<file path="src/source/rv_timer_consts.svh">
`ifndef RV_TIMER_CONSTS_SVH
`define RV_TIMER_CONSTS_SVH

// bus data width in bits
`define RVT_XLEN 32

// byte address width of the slave port, four 32-bit registers
`define RVT_AXIL_AW 4

// system clock period in ns, must divide 1000
`define RVT_DEFAULT_CLK_PERIOD_NS 100

`endif

</file>
<file path="src/source/rv_timer_pkg.sv">
`default_nettype none

`include "rv_timer_consts.svh"

package rv_timer_pkg;

    typedef logic [`RVT_XLEN-1:0] word_t;   // one bus word

    // halves as seen from the bus
    typedef struct packed {
        word_t hi;
        word_t lo;
    } timer_half_t;

    // 64-bit timer register, counted whole but accessed in halves
    typedef union packed {
        logic [2*`RVT_XLEN-1:0] full;
        timer_half_t            half;
    } timer_reg_u;

endpackage

`default_nettype wire

</file>
<file path="src/source/axil_to_regbus.sv">
`timescale 1ns/1ps
`default_nettype none

`include "rv_timer_consts.svh"

module axil_to_regbus (
    input  logic                      clk,
    input  logic                      rst_n,

    // write address channel
    input  logic [`RVT_AXIL_AW-1:0]   s_axil_awaddr,
    input  logic                      s_axil_awvalid,
    output logic                      s_axil_awready,

    // write data channel
    input  rv_timer_pkg::word_t       s_axil_wdata,
    input  logic [`RVT_XLEN/8-1:0]    s_axil_wstrb,
    input  logic                      s_axil_wvalid,
    output logic                      s_axil_wready,

    // write response channel
    output logic [1:0]                s_axil_bresp,
    output logic                      s_axil_bvalid,
    input  logic                      s_axil_bready,

    // read address channel
    input  logic [`RVT_AXIL_AW-1:0]   s_axil_araddr,
    input  logic                      s_axil_arvalid,
    output logic                      s_axil_arready,

    // read data channel
    output rv_timer_pkg::word_t       s_axil_rdata,
    output logic [1:0]                s_axil_rresp,
    output logic                      s_axil_rvalid,
    input  logic                      s_axil_rready,

    // register bus
    output logic                      reg_rd_en,
    output logic                      reg_wr_en,
    output logic [1:0]                reg_addr,
    output rv_timer_pkg::word_t       reg_wr_data,
    output logic [`RVT_XLEN/8-1:0]    reg_wr_strb,
    input  rv_timer_pkg::word_t       reg_rd_data
);

    import rv_timer_pkg::*;

    localparam logic [1:0] RESP_OKAY = 2'b00;

    logic  wr_hs;   // aw and w accepted together
    logic  rd_hs;
    logic  busy;    // an access is somewhere in flight
    word_t rd_word;

    assign wr_hs = s_axil_awvalid && s_axil_awready && s_axil_wvalid && s_axil_wready;
    assign rd_hs = s_axil_arvalid && s_axil_arready;

    assign busy = s_axil_awready || s_axil_arready || reg_wr_en || reg_rd_en
                  || s_axil_bvalid || s_axil_rvalid;

    assign s_axil_bresp = RESP_OKAY;   // no error responses
    assign s_axil_rresp = RESP_OKAY;
    assign s_axil_rdata = rd_word;

    // ready pulses, one cycle each, write first
    always_ff @(posedge clk) begin
        if (!rst_n) begin
            s_axil_awready <= 1'b0;
            s_axil_wready  <= 1'b0;
            s_axil_arready <= 1'b0;
        end else begin
            s_axil_awready <= 1'b0;
            s_axil_wready  <= 1'b0;
            s_axil_arready <= 1'b0;
            if (!busy) begin
                if (s_axil_awvalid && s_axil_wvalid) begin
                    s_axil_awready <= 1'b1;
                    s_axil_wready  <= 1'b1;
                end else if (s_axil_arvalid) begin
                    s_axil_arready <= 1'b1;
                end
            end
        end
    end

    // register strobes and response valids
    always_ff @(posedge clk) begin
        if (!rst_n) begin
            reg_wr_en     <= 1'b0;
            reg_rd_en     <= 1'b0;
            s_axil_bvalid <= 1'b0;
            s_axil_rvalid <= 1'b0;
        end else begin
            reg_wr_en <= wr_hs;
            reg_rd_en <= rd_hs;

            if (s_axil_bvalid && s_axil_bready)
                s_axil_bvalid <= 1'b0;
            if (wr_hs)
                s_axil_bvalid <= 1'b1;   // together with the register write

            if (s_axil_rvalid && s_axil_rready)
                s_axil_rvalid <= 1'b0;
            if (reg_rd_en)
                s_axil_rvalid <= 1'b1;   // data captured this edge
        end
    end

    // payload, shared address for both directions
    always_ff @(posedge clk) begin
        if (wr_hs) begin
            reg_addr    <= s_axil_awaddr[`RVT_AXIL_AW-1 -: 2];
            reg_wr_data <= s_axil_wdata;
            reg_wr_strb <= s_axil_wstrb;
        end else if (rd_hs) begin
            reg_addr <= s_axil_araddr[`RVT_AXIL_AW-1 -: 2];
        end

        if (reg_rd_en)
            rd_word <= reg_rd_data;
    end

endmodule

`default_nettype wire

</file>
<file path="src/source/us_prescaler.sv">
`timescale 1ns/1ps
`default_nettype none

`include "rv_timer_consts.svh"

module us_prescaler #(
    parameter int CLK_PERIOD_NS = `RVT_DEFAULT_CLK_PERIOD_NS   // ns per clock
) (
    input  logic clk,
    input  logic rst_n,
    output logic tick
);

    localparam int CYCLES_PER_TICK = 1000 / CLK_PERIOD_NS;     // clocks in one us
    localparam int CNT_W           = $clog2(CYCLES_PER_TICK + 1);

    logic [CNT_W-1:0] cnt;

    // last cycle of each microsecond
    assign tick = (cnt == CNT_W'(CYCLES_PER_TICK - 1));

    always_ff @(posedge clk) begin
        if (!rst_n) begin
            cnt <= '0;
        end else if (tick) begin
            cnt <= '0;   // wrap
        end else begin
            cnt <= cnt + 1'b1;
        end
    end

endmodule

`default_nettype wire

</file>
<file path="src/source/mtimer.sv">
`timescale 1ns/1ps
`default_nettype none

`include "rv_timer_consts.svh"

module mtimer (
    input  logic                    clk,
    input  logic                    rst_n,
    input  logic                    tick,         // one per microsecond
    input  logic                    rd_en,
    input  logic                    wr_en,
    input  logic [1:0]              addr,         // word index
    input  rv_timer_pkg::word_t     wr_data,
    input  logic [`RVT_XLEN/8-1:0]  wr_strb,
    output rv_timer_pkg::word_t     rd_data,
    output logic [63:0]             time_value,   // time CSR view
    output logic                    irq
);

    import rv_timer_pkg::*;

    localparam logic [1:0] ADDR_MTIME_LO    = 2'd0;
    localparam logic [1:0] ADDR_MTIME_HI    = 2'd1;
    localparam logic [1:0] ADDR_MTIMECMP_LO = 2'd2;
    localparam logic [1:0] ADDR_MTIMECMP_HI = 2'd3;

    timer_reg_u mtime;
    timer_reg_u mtimecmp;
    word_t      wr_word;      // strobe-masked write data
    logic       mtime_wr;

    // disabled bytes are written as zero
    always_comb begin
        for (int b = 0; b < `RVT_XLEN/8; b++) begin
            wr_word[8*b +: 8] = wr_strb[b] ? wr_data[8*b +: 8] : 8'h00;
        end
    end

    assign mtime_wr = wr_en && (addr == ADDR_MTIME_LO || addr == ADDR_MTIME_HI);

    always_ff @(posedge clk) begin
        if (!rst_n) begin
            mtime.full    <= '0;
            mtimecmp.full <= '0;
        end else begin
            if (tick && !mtime_wr)
                mtime.full <= mtime.full + 64'd1;

            if (wr_en) begin
                case (addr)
                    ADDR_MTIME_LO:    mtime.half.lo    <= wr_word;
                    ADDR_MTIME_HI:    mtime.half.hi    <= wr_word;
                    ADDR_MTIMECMP_LO: mtimecmp.half.lo <= wr_word;
                    ADDR_MTIMECMP_HI: mtimecmp.half.hi <= wr_word;
                    default:          ;
                endcase
            end
        end
    end

    // read mux, zero when not selected
    always_comb begin
        rd_data = '0;
        if (rd_en) begin
            case (addr)
                ADDR_MTIME_LO:    rd_data = mtime.half.lo;
                ADDR_MTIME_HI:    rd_data = mtime.half.hi;
                ADDR_MTIMECMP_LO: rd_data = mtimecmp.half.lo;
                ADDR_MTIMECMP_HI: rd_data = mtimecmp.half.hi;
                default:          rd_data = '0;
            endcase
        end
    end

    assign time_value = mtime.full;
    assign irq        = (mtime.full >= mtimecmp.full);   // unsigned compare

endmodule

`default_nettype wire

</file>
<file path="src/source/rv_timer_top.sv">
`timescale 1ns/1ps
`default_nettype none

`include "rv_timer_consts.svh"

module rv_timer_top #(
    parameter int CLK_PERIOD_NS = `RVT_DEFAULT_CLK_PERIOD_NS
) (
    input  logic                      clk,
    input  logic                      rst_n,

    input  logic [`RVT_AXIL_AW-1:0]   s_axil_awaddr,
    input  logic                      s_axil_awvalid,
    output logic                      s_axil_awready,

    input  rv_timer_pkg::word_t       s_axil_wdata,
    input  logic [`RVT_XLEN/8-1:0]    s_axil_wstrb,
    input  logic                      s_axil_wvalid,
    output logic                      s_axil_wready,

    output logic [1:0]                s_axil_bresp,
    output logic                      s_axil_bvalid,
    input  logic                      s_axil_bready,

    input  logic [`RVT_AXIL_AW-1:0]   s_axil_araddr,
    input  logic                      s_axil_arvalid,
    output logic                      s_axil_arready,

    output rv_timer_pkg::word_t       s_axil_rdata,
    output logic [1:0]                s_axil_rresp,
    output logic                      s_axil_rvalid,
    input  logic                      s_axil_rready,

    output logic [63:0]               time_value,
    output logic                      irq
);

    import rv_timer_pkg::*;

    // register bus between adapter and timer
    logic                     reg_rd_en;
    logic                     reg_wr_en;
    logic [1:0]               reg_addr;
    word_t                    reg_wr_data;
    logic [`RVT_XLEN/8-1:0]   reg_wr_strb;
    word_t                    reg_rd_data;
    logic                     tick;

    axil_to_regbus u_bus (
        .clk            (clk),
        .rst_n          (rst_n),
        .s_axil_awaddr  (s_axil_awaddr),
        .s_axil_awvalid (s_axil_awvalid),
        .s_axil_awready (s_axil_awready),
        .s_axil_wdata   (s_axil_wdata),
        .s_axil_wstrb   (s_axil_wstrb),
        .s_axil_wvalid  (s_axil_wvalid),
        .s_axil_wready  (s_axil_wready),
        .s_axil_bresp   (s_axil_bresp),
        .s_axil_bvalid  (s_axil_bvalid),
        .s_axil_bready  (s_axil_bready),
        .s_axil_araddr  (s_axil_araddr),
        .s_axil_arvalid (s_axil_arvalid),
        .s_axil_arready (s_axil_arready),
        .s_axil_rdata   (s_axil_rdata),
        .s_axil_rresp   (s_axil_rresp),
        .s_axil_rvalid  (s_axil_rvalid),
        .s_axil_rready  (s_axil_rready),
        .reg_rd_en      (reg_rd_en),
        .reg_wr_en      (reg_wr_en),
        .reg_addr       (reg_addr),
        .reg_wr_data    (reg_wr_data),
        .reg_wr_strb    (reg_wr_strb),
        .reg_rd_data    (reg_rd_data)
    );

    us_prescaler #(
        .CLK_PERIOD_NS (CLK_PERIOD_NS)
    ) u_presc (
        .clk   (clk),
        .rst_n (rst_n),
        .tick  (tick)
    );

    mtimer u_timer (
        .clk        (clk),
        .rst_n      (rst_n),
        .tick       (tick),
        .rd_en      (reg_rd_en),
        .wr_en      (reg_wr_en),
        .addr       (reg_addr),
        .wr_data    (reg_wr_data),
        .wr_strb    (reg_wr_strb),
        .rd_data    (reg_rd_data),
        .time_value (time_value),
        .irq        (irq)
    );

endmodule

`default_nettype wire

</file>
<file path="config.mk">
export PLATFORM = sky130hd
export DESIGN_NAME = rv_timer_top
export DESIGN_NICKNAME = d
export VERILOG_FILES = /design/src/source/rv_timer_pkg.sv /design/src/source/axil_to_regbus.sv /design/src/source/us_prescaler.sv /design/src/source/mtimer.sv /design/src/source/rv_timer_top.sv
export VERILOG_INCLUDE_DIRS = /design/src /design/src/source
export SDC_FILE = /design/constraint.sdc
export NUM_CORES = 1
export LEC_CHECK = 0
export BUFFER_PORTS_ARGS = -buffer_cell sky130_fd_sc_hd__buf_2
export CAP_MARGIN = 20
export CELL_PAD_IN_SITES_DETAIL_PLACEMENT = 0
export CELL_PAD_IN_SITES_GLOBAL_PLACEMENT = 2
export CORE_MARGIN = 2
export CORE_UTILIZATION = 39
export CTS_BUF_LIST = sky130_fd_sc_hd__clkbuf_16
export DETAILED_ROUTE_END_ITERATION = 16
export GPL_ROUTABILITY_DRIVEN = 0
export HOLD_SLACK_MARGIN = 0.03
export PLACE_DENSITY = 0.85
export SKIP_CTS_REPAIR_TIMING = 1
export SLEW_MARGIN = 25
export SYNTH_ARGS = -nofsm -noshare
export SYNTH_HDL_FRONTEND = slang
export SYNTH_SLANG_ARGS = --single-unit
</file>
<file path="constraint.sdc">
create_clock -name clk -period 6.9 [get_ports clk]
set_input_delay 0.345 -clock clk [delete_from_list [all_inputs] [get_ports clk]]
set_output_delay 0.345 -clock clk [all_outputs]
set_load 0.005 [all_outputs]
</file>
==> impl_metrics.tcl, run 1 <==
set metrics [dict create \
    period_needed_ns 3.571 \
    synth_top_cell_area_share 0.2539 \
    n_fill_cell 2701 \
    fp-row-count 61 \
    worstPathRequired_ns 6.55 \
    layout_common_cells "166 x nor2_1, 148 x buf_2, 137 x dfxtp_1" \
    setup_viol 0 \
    antenna_found_initial 0 \
    fmax_ghz 0.2800 \
    core_um2 27630 \
    die_w_um 171.0 \
    synthTopCellsByArea "dfxtp_1 25%, edfxtp_1 19%, ha_1 7.7%, mux4_2 6.6%, a21oi_1 6.2%" \
    grt_pass1_wl_um 49050 \
    cts_tree "built" \
    worstHoldPathCells 2 \
    yosys.area.top_type "dfxtp_1" \
    synth_cells 1156 \
    vias_per_cell 5.179 \
    clockBufferDepth 3 \
    synth_cell_types 56 \
    finalMaxSlewViolations 0 \
    nets 1436 \
    synth_seq_area_share 0.4471 \
    power_density_nw_per_um2 217.1 \
    drtAntennaViolNets 0 \
    worst_slack_ns 3.329 \
    hold_path_class "primary input to flip-flop" \
    grt.overflow.total 0 \
    cp-end-kind "output pin" \
    status "complete, no violations" \
    start_util 0.3938 \
    seqCellArea_um2 4868 \
    reg2reg_depth 8 \
    hold_viol 0 \
    crit_start "u_timer.time_value[30]$_SDFF_PN0_" \
    drtIter0Drc 544 \
    clock-sinks 208 \
    fin_skew_ns 0.01001 \
    grt_max_degree 87 \
    place.detailed.hpwl_um 21700 \
    syn_area_um2 10880 \
    layout.cells.non_filler 1716 \
    drt-pass1-iter-count 5 \
    mostFrequentLayoutCell "nor2_1" \
    wire_per_inst_um 18.62 \
    placed_area_um2 11920 \
    cts_root_buf "clkbuf_16" \
    ys.warnings.count 0 \
    cts.htree.levels 1 \
    post-route-util 0.4798 \
    finalCritPeriodShare 0.5176 \
    tns_ns 0 \
    synth_flop_cell "dfxtp_1" \
    post-place-ws_ns 3.619 \
    die_y_um 171.0 \
    ios 157 \
    tightestPinTransition_ns 0.9937 \
    area_growth_pct 21.84 \
    maxCapViolCount 0 \
    irDropWorstVdd_uv 157.8 \
    drc 0 \
    crit_arrival_ns 3.23 \
    power.leakage_nw 5.236 \
    drive_gt1_frac 0.1883 \
    synth-edff-count 70 \
    r2r-start "u_bus.reg_addr[1]$_DFFE_PP_" \
    multi_input_area_um2 5444 \
    path_class "flip-flop to output pin" \
    vias 8887 \
    rsz0062_at_grt "no" \
    clk_pin_slew_ns 0.06 \
    postRouteWirelength_um 31960 \
    clock_latency_ns 0.53 \
    cp_max_fo 5 \
    start_kind "flip-flop" \
    dp.cells 1631 \
    ys_seq_elements 208 \
    io_buffer_count 148 \
    hold_start "s_axil_arvalid" \
    gr-usage-all-layers 0.2173 \
    slew_headroom 0.3375 \
    design_area_um2 13260 \
    grt_pass1_vias 8428 \
    cts_buffers 26 \
    dieArea_um2 29250 \
    async_reset_ff_frac 0 \
    synth_area_per_cell_um2 9.412 \
    diodes 0 \
]
-- cell type report --
class | instances | share of cell area
multi-input combinational | 804 | 0.4107
tap | 378 | 0.03568
timing repair buffer | 197 | 0.09221
clock buffer | 27 | 0.05097
inverter | 81 | 0.02294
clock inverter | 21 | 0.02029
sequential | 208 | 0.3672
-- power by group --
part | switching [mW] | internal, mW
Sequential | 0.0102 | 1.27
Clock | 0.536 | 0.963
Combinational | 0.0507 | 0.0461
-- flip-flops by register name (all words and copies together) (netlist names) --
signal and cells:
u_bus.reg_rd_en 1, u_timer.mtimecmp 64, u_presc.cnt 4, u_timer.time_value 64
u_bus.reg_wr_data 32, u_bus.reg_wr_en 1, u_bus.s_axil_rvalid 1, u_bus.s_axil_bvalid 1
u_bus.s_axil_arready 1, u_bus.s_axil_rdata 32, u_bus.reg_addr 2, u_bus.s_axil_awready 1
u_bus.reg_wr_strb 4
-- layer usage --
| metal | wire (um) | part of all wire | up-vias | global-route usage |
|---|---|---|---|---|
| met3 | 1460 | 0.046 | 34 | 0.02845 |
| met1 | 15250 | 0.48 | 4234 | 0.3077 |
| met5 | 0 | 0 | - | 0 |
| met4 | 568 | 0.018 | 0 | 0.04643 |
| met2 | 14680 | 0.46 | 202 | 0.3554 |
| li1 | - | - | 4417 | - |
-- kinds of logic (layout without fill, tap and decap cells) --
family,Yosys count,after routing,synth area share
XOR/XNOR,58,58,0.04669
AO/OA/AOI/OAI,220,220,0.1167
other,1,4,0.0003447
flip-flops,208,208,0.4471
multiplexers,35,35,0.06934
adder cells (fa/ha/maj),67,67,0.07705
AND/OR/NAND/NOR,420,420,0.1880
buffers and inverters,147,326,0.05474
-- worst max-delay path, stage by stage, from the launching register on --
cell	delay (ns)
dfxtp_1	0.38
ha_1	0.35
nand4_1	0.27
nor4_1	0.69
nand2_1	0.09
o21ai_0	0.36
a2111oi_0	0.13
o21ai_0	0.26
buf_2	0.17
-- worst paths after layout --
| check | endpoint | slack, ns |
|---|---|---|
| max | irq | 3.33 |
| min | u_bus.s_axil_arready$_SDFF_PP0_ | 0.07 |
| max reg2reg | u_timer.time_value[63]$_SDFF_PN0_ | 3.61 |
| min reg2reg | u_presc.cnt[0]$_SDFF_PP0_ | 0.47 |
-- per-stage QoR --
step / total power [mW] / hold slack, ns
after floorplan: 1.352 / 0.4334
after global placement: 1.388 / 0.4456
after detailed placement: 1.389 / 0.4622
after CTS: 2.896 / -0.03617
after global routing: 2.966 / 0.05721
final: 2.878 / 0.06508
-- cell usage after synthesis (28+ instances only) --
cell type,instances
a211oi_1,33
a21oi_1,135
clkbuf_1,46
dfxtp_1,138
edfxtp_1,70
ha_1,67
inv_1,81
mux4_2,32
nand2_1,112
nand4_1,31
nor2_1,167
xnor2_1,28
xor2_1,30
(Power assumes the default switching activity.)
==> run 2: changes to the inputs <==
--- a/config.mk
+++ b/config.mk
@@ -11,12 +11,12 @@
 export CELL_PAD_IN_SITES_DETAIL_PLACEMENT = 0
 export CELL_PAD_IN_SITES_GLOBAL_PLACEMENT = 2
 export CORE_MARGIN = 2
-export CORE_UTILIZATION = 39
+export CORE_UTILIZATION = 36
 export CTS_BUF_LIST = sky130_fd_sc_hd__clkbuf_16
 export DETAILED_ROUTE_END_ITERATION = 16
 export GPL_ROUTABILITY_DRIVEN = 0
 export HOLD_SLACK_MARGIN = 0.03
-export PLACE_DENSITY = 0.85
+export PLACE_DENSITY = 0.79
 export SKIP_CTS_REPAIR_TIMING = 1
 export SLEW_MARGIN = 25
 export SYNTH_ARGS = -nofsm -noshare
==> constraint.sdc (replaced) <==
create_clock -name clk -period 3.4 [get_ports clk]
set_input_delay 0.17 -clock clk [delete_from_list [all_inputs] [get_ports clk]]
set_output_delay 0.17 -clock clk [all_outputs]
set_load 0.005 [all_outputs]
==> impl_metrics.tcl, run 2 (same netlist as run 1, synthesis figures left out) <==
set metrics [dict create \
    status "complete, no violations" \
    rsz0062_at_grt "no" \
    cts_buffers 26 \
    worstHoldEndpoint "u_bus.reg_wr_en$_SDFF_PN0_" \
    wire_per_inst_um 18.80 \
    crit_arrival_ns 3.01 \
    drive_gt1_frac 0.1932 \
    cp_slowest_cell "dfxtp_1" \
    slew_headroom 0.3573 \
    start_kind "flip-flop" \
    cts_tree "built" \
    power.leakage_nw 5.317 \
    area_growth_pct 22.64 \
    pwr-share-seq 0.479 \
    comb_power_share 0.038 \
    layout_common_cells "166 x nor2_1, 148 x buf_2, 137 x dfxtp_1" \
    holdWs_ns 0.09247 \
    hold_start "s_axil_wvalid" \
    finalMaxSlewViolations 0 \
    fp-row-count 63 \
    fmax_ghz 0.3143 \
    hold_path_class "primary input to flip-flop" \
    die_y_um 177.9 \
    cts_root_buf "clkbuf_16" \
    swShare 0.2186 \
    grt_max_degree 104 \
    crit_top_cell "o21ai_0" \
    critPathMaxStageDelay_ns 0.42 \
    antenna_found_initial 0 \
    path_buf_inv 1 \
    cpLargestDelayFamily "compound AO/OA/AOI/OAI gates" \
    grt.overflow.total 0 \
    n_fill_cell 2899 \
    die_w_um 177.9 \
    tightestPinTransition_ns 0.9627 \
    period_needed_ns 3.181 \
    cp_max_fo 5 \
    drt-pass1-iter-count 5 \
    ios 157 \
    clk_pin_slew_ns 0.06 \
    hold_viol 0 \
    r2r_slack_ns 0.58 \
    gr-usage-all-layers 0.2092 \
    grt_pass1_wl_um 50930 \
    p_int_mw 4.248 \
    setup_viol 0 \
    worstHoldPathCells 3 \
    cp-end-kind "output pin" \
    clockBufferDepth 3 \
    diodes 0 \
    drc 0 \
    p_switching_mw 1.188 \
    place.detailed.hpwl_um 22630 \
    maxCapViolCount 0 \
    r2r-start "u_timer.time_value[8]$_SDFF_PN0_" \
    irDropWorstVdd_uv 268.9 \
    vias 9097 \
    path_class "flip-flop to output pin" \
    io_buffer_count 148 \
    power_density_nw_per_um2 407.4 \
    drtIter0Drc 615 \
    cp_cell_sequence "ha_1 -> a21oi_1 -> o21ai_0 -> a221o_1 -> o31a_1 -> a2111oi_0 -> o21ai_0 -> buf_2" \
    vias_per_cell 5.195 \
    tns_ns 0 \
    clock-sinks 208 \
    fin_skew_ns 0.01045 \
    design_area_um2 13340 \
    core_um2 29720 \
    pwr-share-clk 0.483 \
    placed_area_um2 12070 \
    mostFrequentLayoutCell "nor2_1" \
    grt_pass1_vias 8556 \
    finalCritPeriodShare 0.9357 \
    drtAntennaViolNets 0 \
    reg2reg_depth 7 \
    postRouteWirelength_um 32920 \
    cts.htree.levels 1 \
    dieArea_um2 31630 \
    clock_latency_ns 0.53 \
    r2r_end "u_timer.time_value[51]$_SDFF_PN0_" \
    start_util 0.3661 \
    nets 1461 \
    worstPathRequired_ns 3.23 \
]
run 2: cell count changes in the layout (fill, tap and decap cells not counted), moves of 2 or more:
cell           change
buf_12             +2
buf_4             +15
bufinv_16          -5
dlygate4sd3_1     +10
inv_1              +4
run 2: through the flow:
stage	cells	setup slack [ns]	total power [mW]	utilization
floorplan	1159	1.111	2.744	-
global placement	1659	0.5686	2.822	0.4063
detailed placement	1659	0.5713	2.823	0.4063
CTS	1705	0.0002447	5.452	0.4332
global route	1751	0.02727	5.628	0.4490
finish	1751	0.2188	5.436	0.4490
run 2: cell type report:
type | instances | area, um2 | share of cell area
multi-input combinational | 804 | 5445 | 0.4081
inverter | 81 | 304.0 | 0.02278
clock inverter | 19 | 126.4 | 0.009470
clock buffer | 27 | 675.6 | 0.05063
sequential | 208 | 4868 | 0.3648
timing repair buffer | 222 | 1436 | 0.1076
tap | 390 | 488.0 | 0.03657
run 2: worst reg2reg max path: cells and delay by family, from the launching register on:
family | cells | cell delay, ns
buf+inv | 1 | 0.30
flops | 1 | 0.50
xor+xnor | 1 | 0.11
simple gates | 4 | 1.60
compound gates | 1 | 0.22
run 2: worst max path at each step:
stage,start,endpoint,slack [ns],cells past startpoint
floorplan,u_presc.cnt[0]$_SDFF_PP0_,u_timer.time_value[63]$_SDFF_PN0_,1.11,8
global placement,u_timer.mtimecmp[14]$_SDFFE_PN0P_,irq,0.57,9
detailed placement,u_timer.mtimecmp[14]$_SDFFE_PN0P_,irq,0.57,9
CTS,u_timer.mtimecmp[14]$_SDFFE_PN0P_,irq,0.0002,9
global route,u_timer.time_value[7]$_SDFF_PN0_,irq,0.03,8
finish,u_timer.time_value[7]$_SDFF_PN0_,irq,0.22,8
run 2: routing by layer:
metal | track usage | vias up | routed length, um
met3 | 0.02699 | 28 | 1555
met1 | 0.3053 | 4399 | 15930
met5 | 0 | - | 0
li1 | - | 4467 | -
met4 | 0.03347 | 0 | 335
met2 | 0.3358 | 203 | 15100
run 2: power groups by stage:
| stage | logic, mW | clock network [mW] | registers, mW |
|---|---|---|---|
| after floorplan | 0.0953 | 0 | 2.65 |
| after global placement | 0.166 | 0 | 2.66 |
| after detailed placement | 0.167 | 0 | 2.66 |
| after CTS | 0.168 | 2.68 | 2.60 |
| after global routing | 0.227 | 2.80 | 2.60 |
| final | 0.206 | 2.63 | 2.60 |
==> run 3: changes to the inputs <==
--- a/config.mk
+++ b/config.mk
@@ -6,19 +6,21 @@
 export SDC_FILE = /design/constraint.sdc
 export NUM_CORES = 1
 export LEC_CHECK = 0
+export ABC_AREA = 1
 export BUFFER_PORTS_ARGS = -buffer_cell sky130_fd_sc_hd__buf_2
 export CAP_MARGIN = 20
 export CELL_PAD_IN_SITES_DETAIL_PLACEMENT = 0
 export CELL_PAD_IN_SITES_GLOBAL_PLACEMENT = 2
 export CORE_MARGIN = 2
-export CORE_UTILIZATION = 36
+export CORE_UTILIZATION = 34
 export CTS_BUF_LIST = sky130_fd_sc_hd__clkbuf_16
 export DETAILED_ROUTE_END_ITERATION = 16
 export GPL_ROUTABILITY_DRIVEN = 0
 export HOLD_SLACK_MARGIN = 0.03
-export PLACE_DENSITY = 0.79
+export PLACE_DENSITY = 0.92
 export SKIP_CTS_REPAIR_TIMING = 1
 export SLEW_MARGIN = 25
 export SYNTH_ARGS = -nofsm -noshare
 export SYNTH_HDL_FRONTEND = slang
+export SYNTH_HIERARCHICAL = 1
 export SYNTH_SLANG_ARGS = --single-unit
==> impl_metrics.tcl, run 3 <==
set metrics [dict create \
    async_reset_ff_frac 0 \
    yosys.area.top_type "dfxtp_1" \
    comb_power_share 0.045 \
    syn_area_um2 11900 \
    synth-edff-count 70 \
    clockBufferDepth 3 \
    finalMaxSlewViolations 0 \
    synth_flop_cell "dfxtp_1" \
    layout_common_cells "296 x nand2_1, 248 x inv_1, 190 x a21oi_1" \
    dieArea_um2 36520 \
    p_switching_mw 1.323 \
    period_needed_ns 2.769 \
    grt.overflow.total 0 \
    power_density_nw_per_um2 415.4 \
    cts.htree.levels 1 \
    cts_root_buf "clkbuf_16" \
    die_w_um 191.1 \
    cp-end-kind "output pin" \
    drtIter0Drc 1135 \
    grt_pass1_vias 11040 \
    synthTopCellsByArea "dfxtp_1 23%, edfxtp_1 18%, nand2_1 9.3%, a21oi_1 8.0%, inv_1 7.8%" \
    pwr-share-seq 0.430 \
    grt_max_degree 59 \
    synthMostInstantiatedCell "nand2_1" \
    ios 157 \
    fmax_ghz 0.3611 \
    core_um2 34540 \
    tightestPinTransition_ns 0.9776 \
    irDropWorstVdd_uv 258.6 \
    path_class "flip-flop to output pin" \
    synth_cell_types 40 \
    tns_ns 0 \
    drtAntennaViolNets 0 \
    yosys-top-cells-count "296 x nand2_1, 246 x inv_1, 190 x a21oi_1" \
    area_growth_pct 22.25 \
    synth_area_per_cell_um2 7.468 \
    ys.warnings.count 6 \
    fp-row-count 68 \
    diodes 0 \
    vias 11840 \
    cts_buffers 25 \
    wire_per_inst_um 20.57 \
    power.leakage_nw 6.347 \
    cts_tree "built" \
    clk_pin_slew_ns 0.06 \
    rsz0062_at_grt "no" \
    p_int_mw 4.722 \
    clock-sinks 208 \
    clock_latency_ns 0.54 \
    drive_gt1_frac 0.1419 \
    drc 0 \
    maxCapViolCount 0 \
    ys_seq_elements 208 \
    start_kind "flip-flop" \
    grt_pass1_wl_um 67180 \
    crit_arrival_ns 2.60 \
    io_buffer_count 148 \
    drt-pass1-iter-count 6 \
    hold_path_class "primary input to flip-flop" \
    design_area_um2 14550 \
    dp.cells 2152 \
    pwr-share-clk 0.525 \
    mostFrequentLayoutCell "nand2_1" \
    setup_viol 0 \
    worstPathRequired_ns 3.23 \
    nets 1890 \
    hold_viol 0 \
    die_y_um 191.1 \
    start_util 0.3446 \
    cp_max_fo 5 \
    post-route-util 0.4213 \
    swShare 0.2188 \
    layout.cells.non_filler 2245 \
    placed_area_um2 13110 \
    antenna_found_initial 1 \
    fin_skew_ns 0.01322 \
    postRouteWirelength_um 46190 \
    slew_headroom 0.3475 \
    synth_seq_area_share 0.4087 \
    synth_cells 1594 \
    vias_per_cell 5.272 \
    finalCritPeriodShare 0.8146 \
    gr-usage-all-layers 0.2465 \
    status "complete, no violations" \
    place.detailed.hpwl_um 33480 \
    synth_top_cell_area_share 0.2321 \
]
## run 3: cell types whose count changed after synthesis, sizes merged, moves of 14 or more
cell    before  now
nand3       25   82
mux4        32    0
a221oi       1   31
a21oi      135  190
inv         81  250
a211oi      33   15
nor2       168  154
nor3         8   22
nand2      112  305
nor4        21    1
xnor2       28    6
o21ai       21  131
## run 3: per-layer routing
metal  up-vias  track usage  part of all wire
met5         -            0                 0
met4         0       0.1059             0.042
met3       111      0.03708             0.072
met2       477       0.3793              0.44
met1      5592       0.3427              0.45
li1       5656            -                 -
## run 3: worst max-delay path: stages, from the launching register on
cell,delay [ns]
dfxtp_1,0.42
ha_1,0.38
nand4_1,0.22
nor3_1,0.37
nand2_1,0.18
nor3_1,0.20
nand2_1,0.08
nand2_1,0.09
buf_2,0.12
## run 3: cells by family (layout without fill, tap and decap cells)
kind of cell	Yosys count	in the layout	share of synthesized area
XOR/XNOR	24	24	0.01766
other	1	4	0.0003150
AND/OR/NAND/NOR	603	603	0.2272
buffers and inverters	314	507	0.1015
flip-flops	208	208	0.4087
adder cells (fa/ha/maj)	67	67	0.07042
AO/OA/AOI/OAI	377	377	0.1742
## run 3: power by group through the flow
stage / Clock (mW) / Sequential (mW) / Combinational, mW
6_report: 3.18 / 2.60 / 0.270
2_1_floorplan: 0 / 2.65 / 0.125
5_1_grt: 3.33 / 2.60 / 0.296
3_3_place_gp: 0 / 2.65 / 0.221
3_5_place_dp: 0 / 2.65 / 0.224
4_1_cts: 3.24 / 2.60 / 0.225
## run 3: cell type report
type	instances	area, um2
clock inverters	20	340.3
multi-input cells	1075	5859
well taps	455	569.3
flip-flops and latches	208	4866
clock buffers	25	625.6
repair buffers	212	1354
fillers	3659	19990
inverters	250	938.4
## run 3: final timing paths
| check | start | end | slack [ns] | depth (start not counted) |
|---|---|---|---|---|
| max | u_timer/time_value[63]$_SDFF_PN0_ | irq | 0.63 | 8 |
| min | rst_n | u_timer/mtimecmp[48]$_SDFFE_PN0P_ | 0.19 | 3 |
| max reg2reg | u_timer/time_value[18]$_SDFF_PN0_ | u_timer/time_value[53]$_SDFF_PN0_ | 1.09 | 10 |
| min reg2reg | u_bus/s_axil_arready$_SDFF_PP0_ | u_bus/reg_rd_en$_SDFF_PN0_ | 0.48 | 2 |
## run 3: through the flow
step                      power, mW  setup WS [ns]  hold slack [ns]
final                         6.045         0.6305           0.1872
after global routing          6.228         0.5304           0.2296
after CTS                     6.058         0.6576          -0.2116
after detailed placement      2.876          1.133           0.3481
after global placement        2.873          1.133           0.3485
after floorplan               2.775          1.413           0.2689
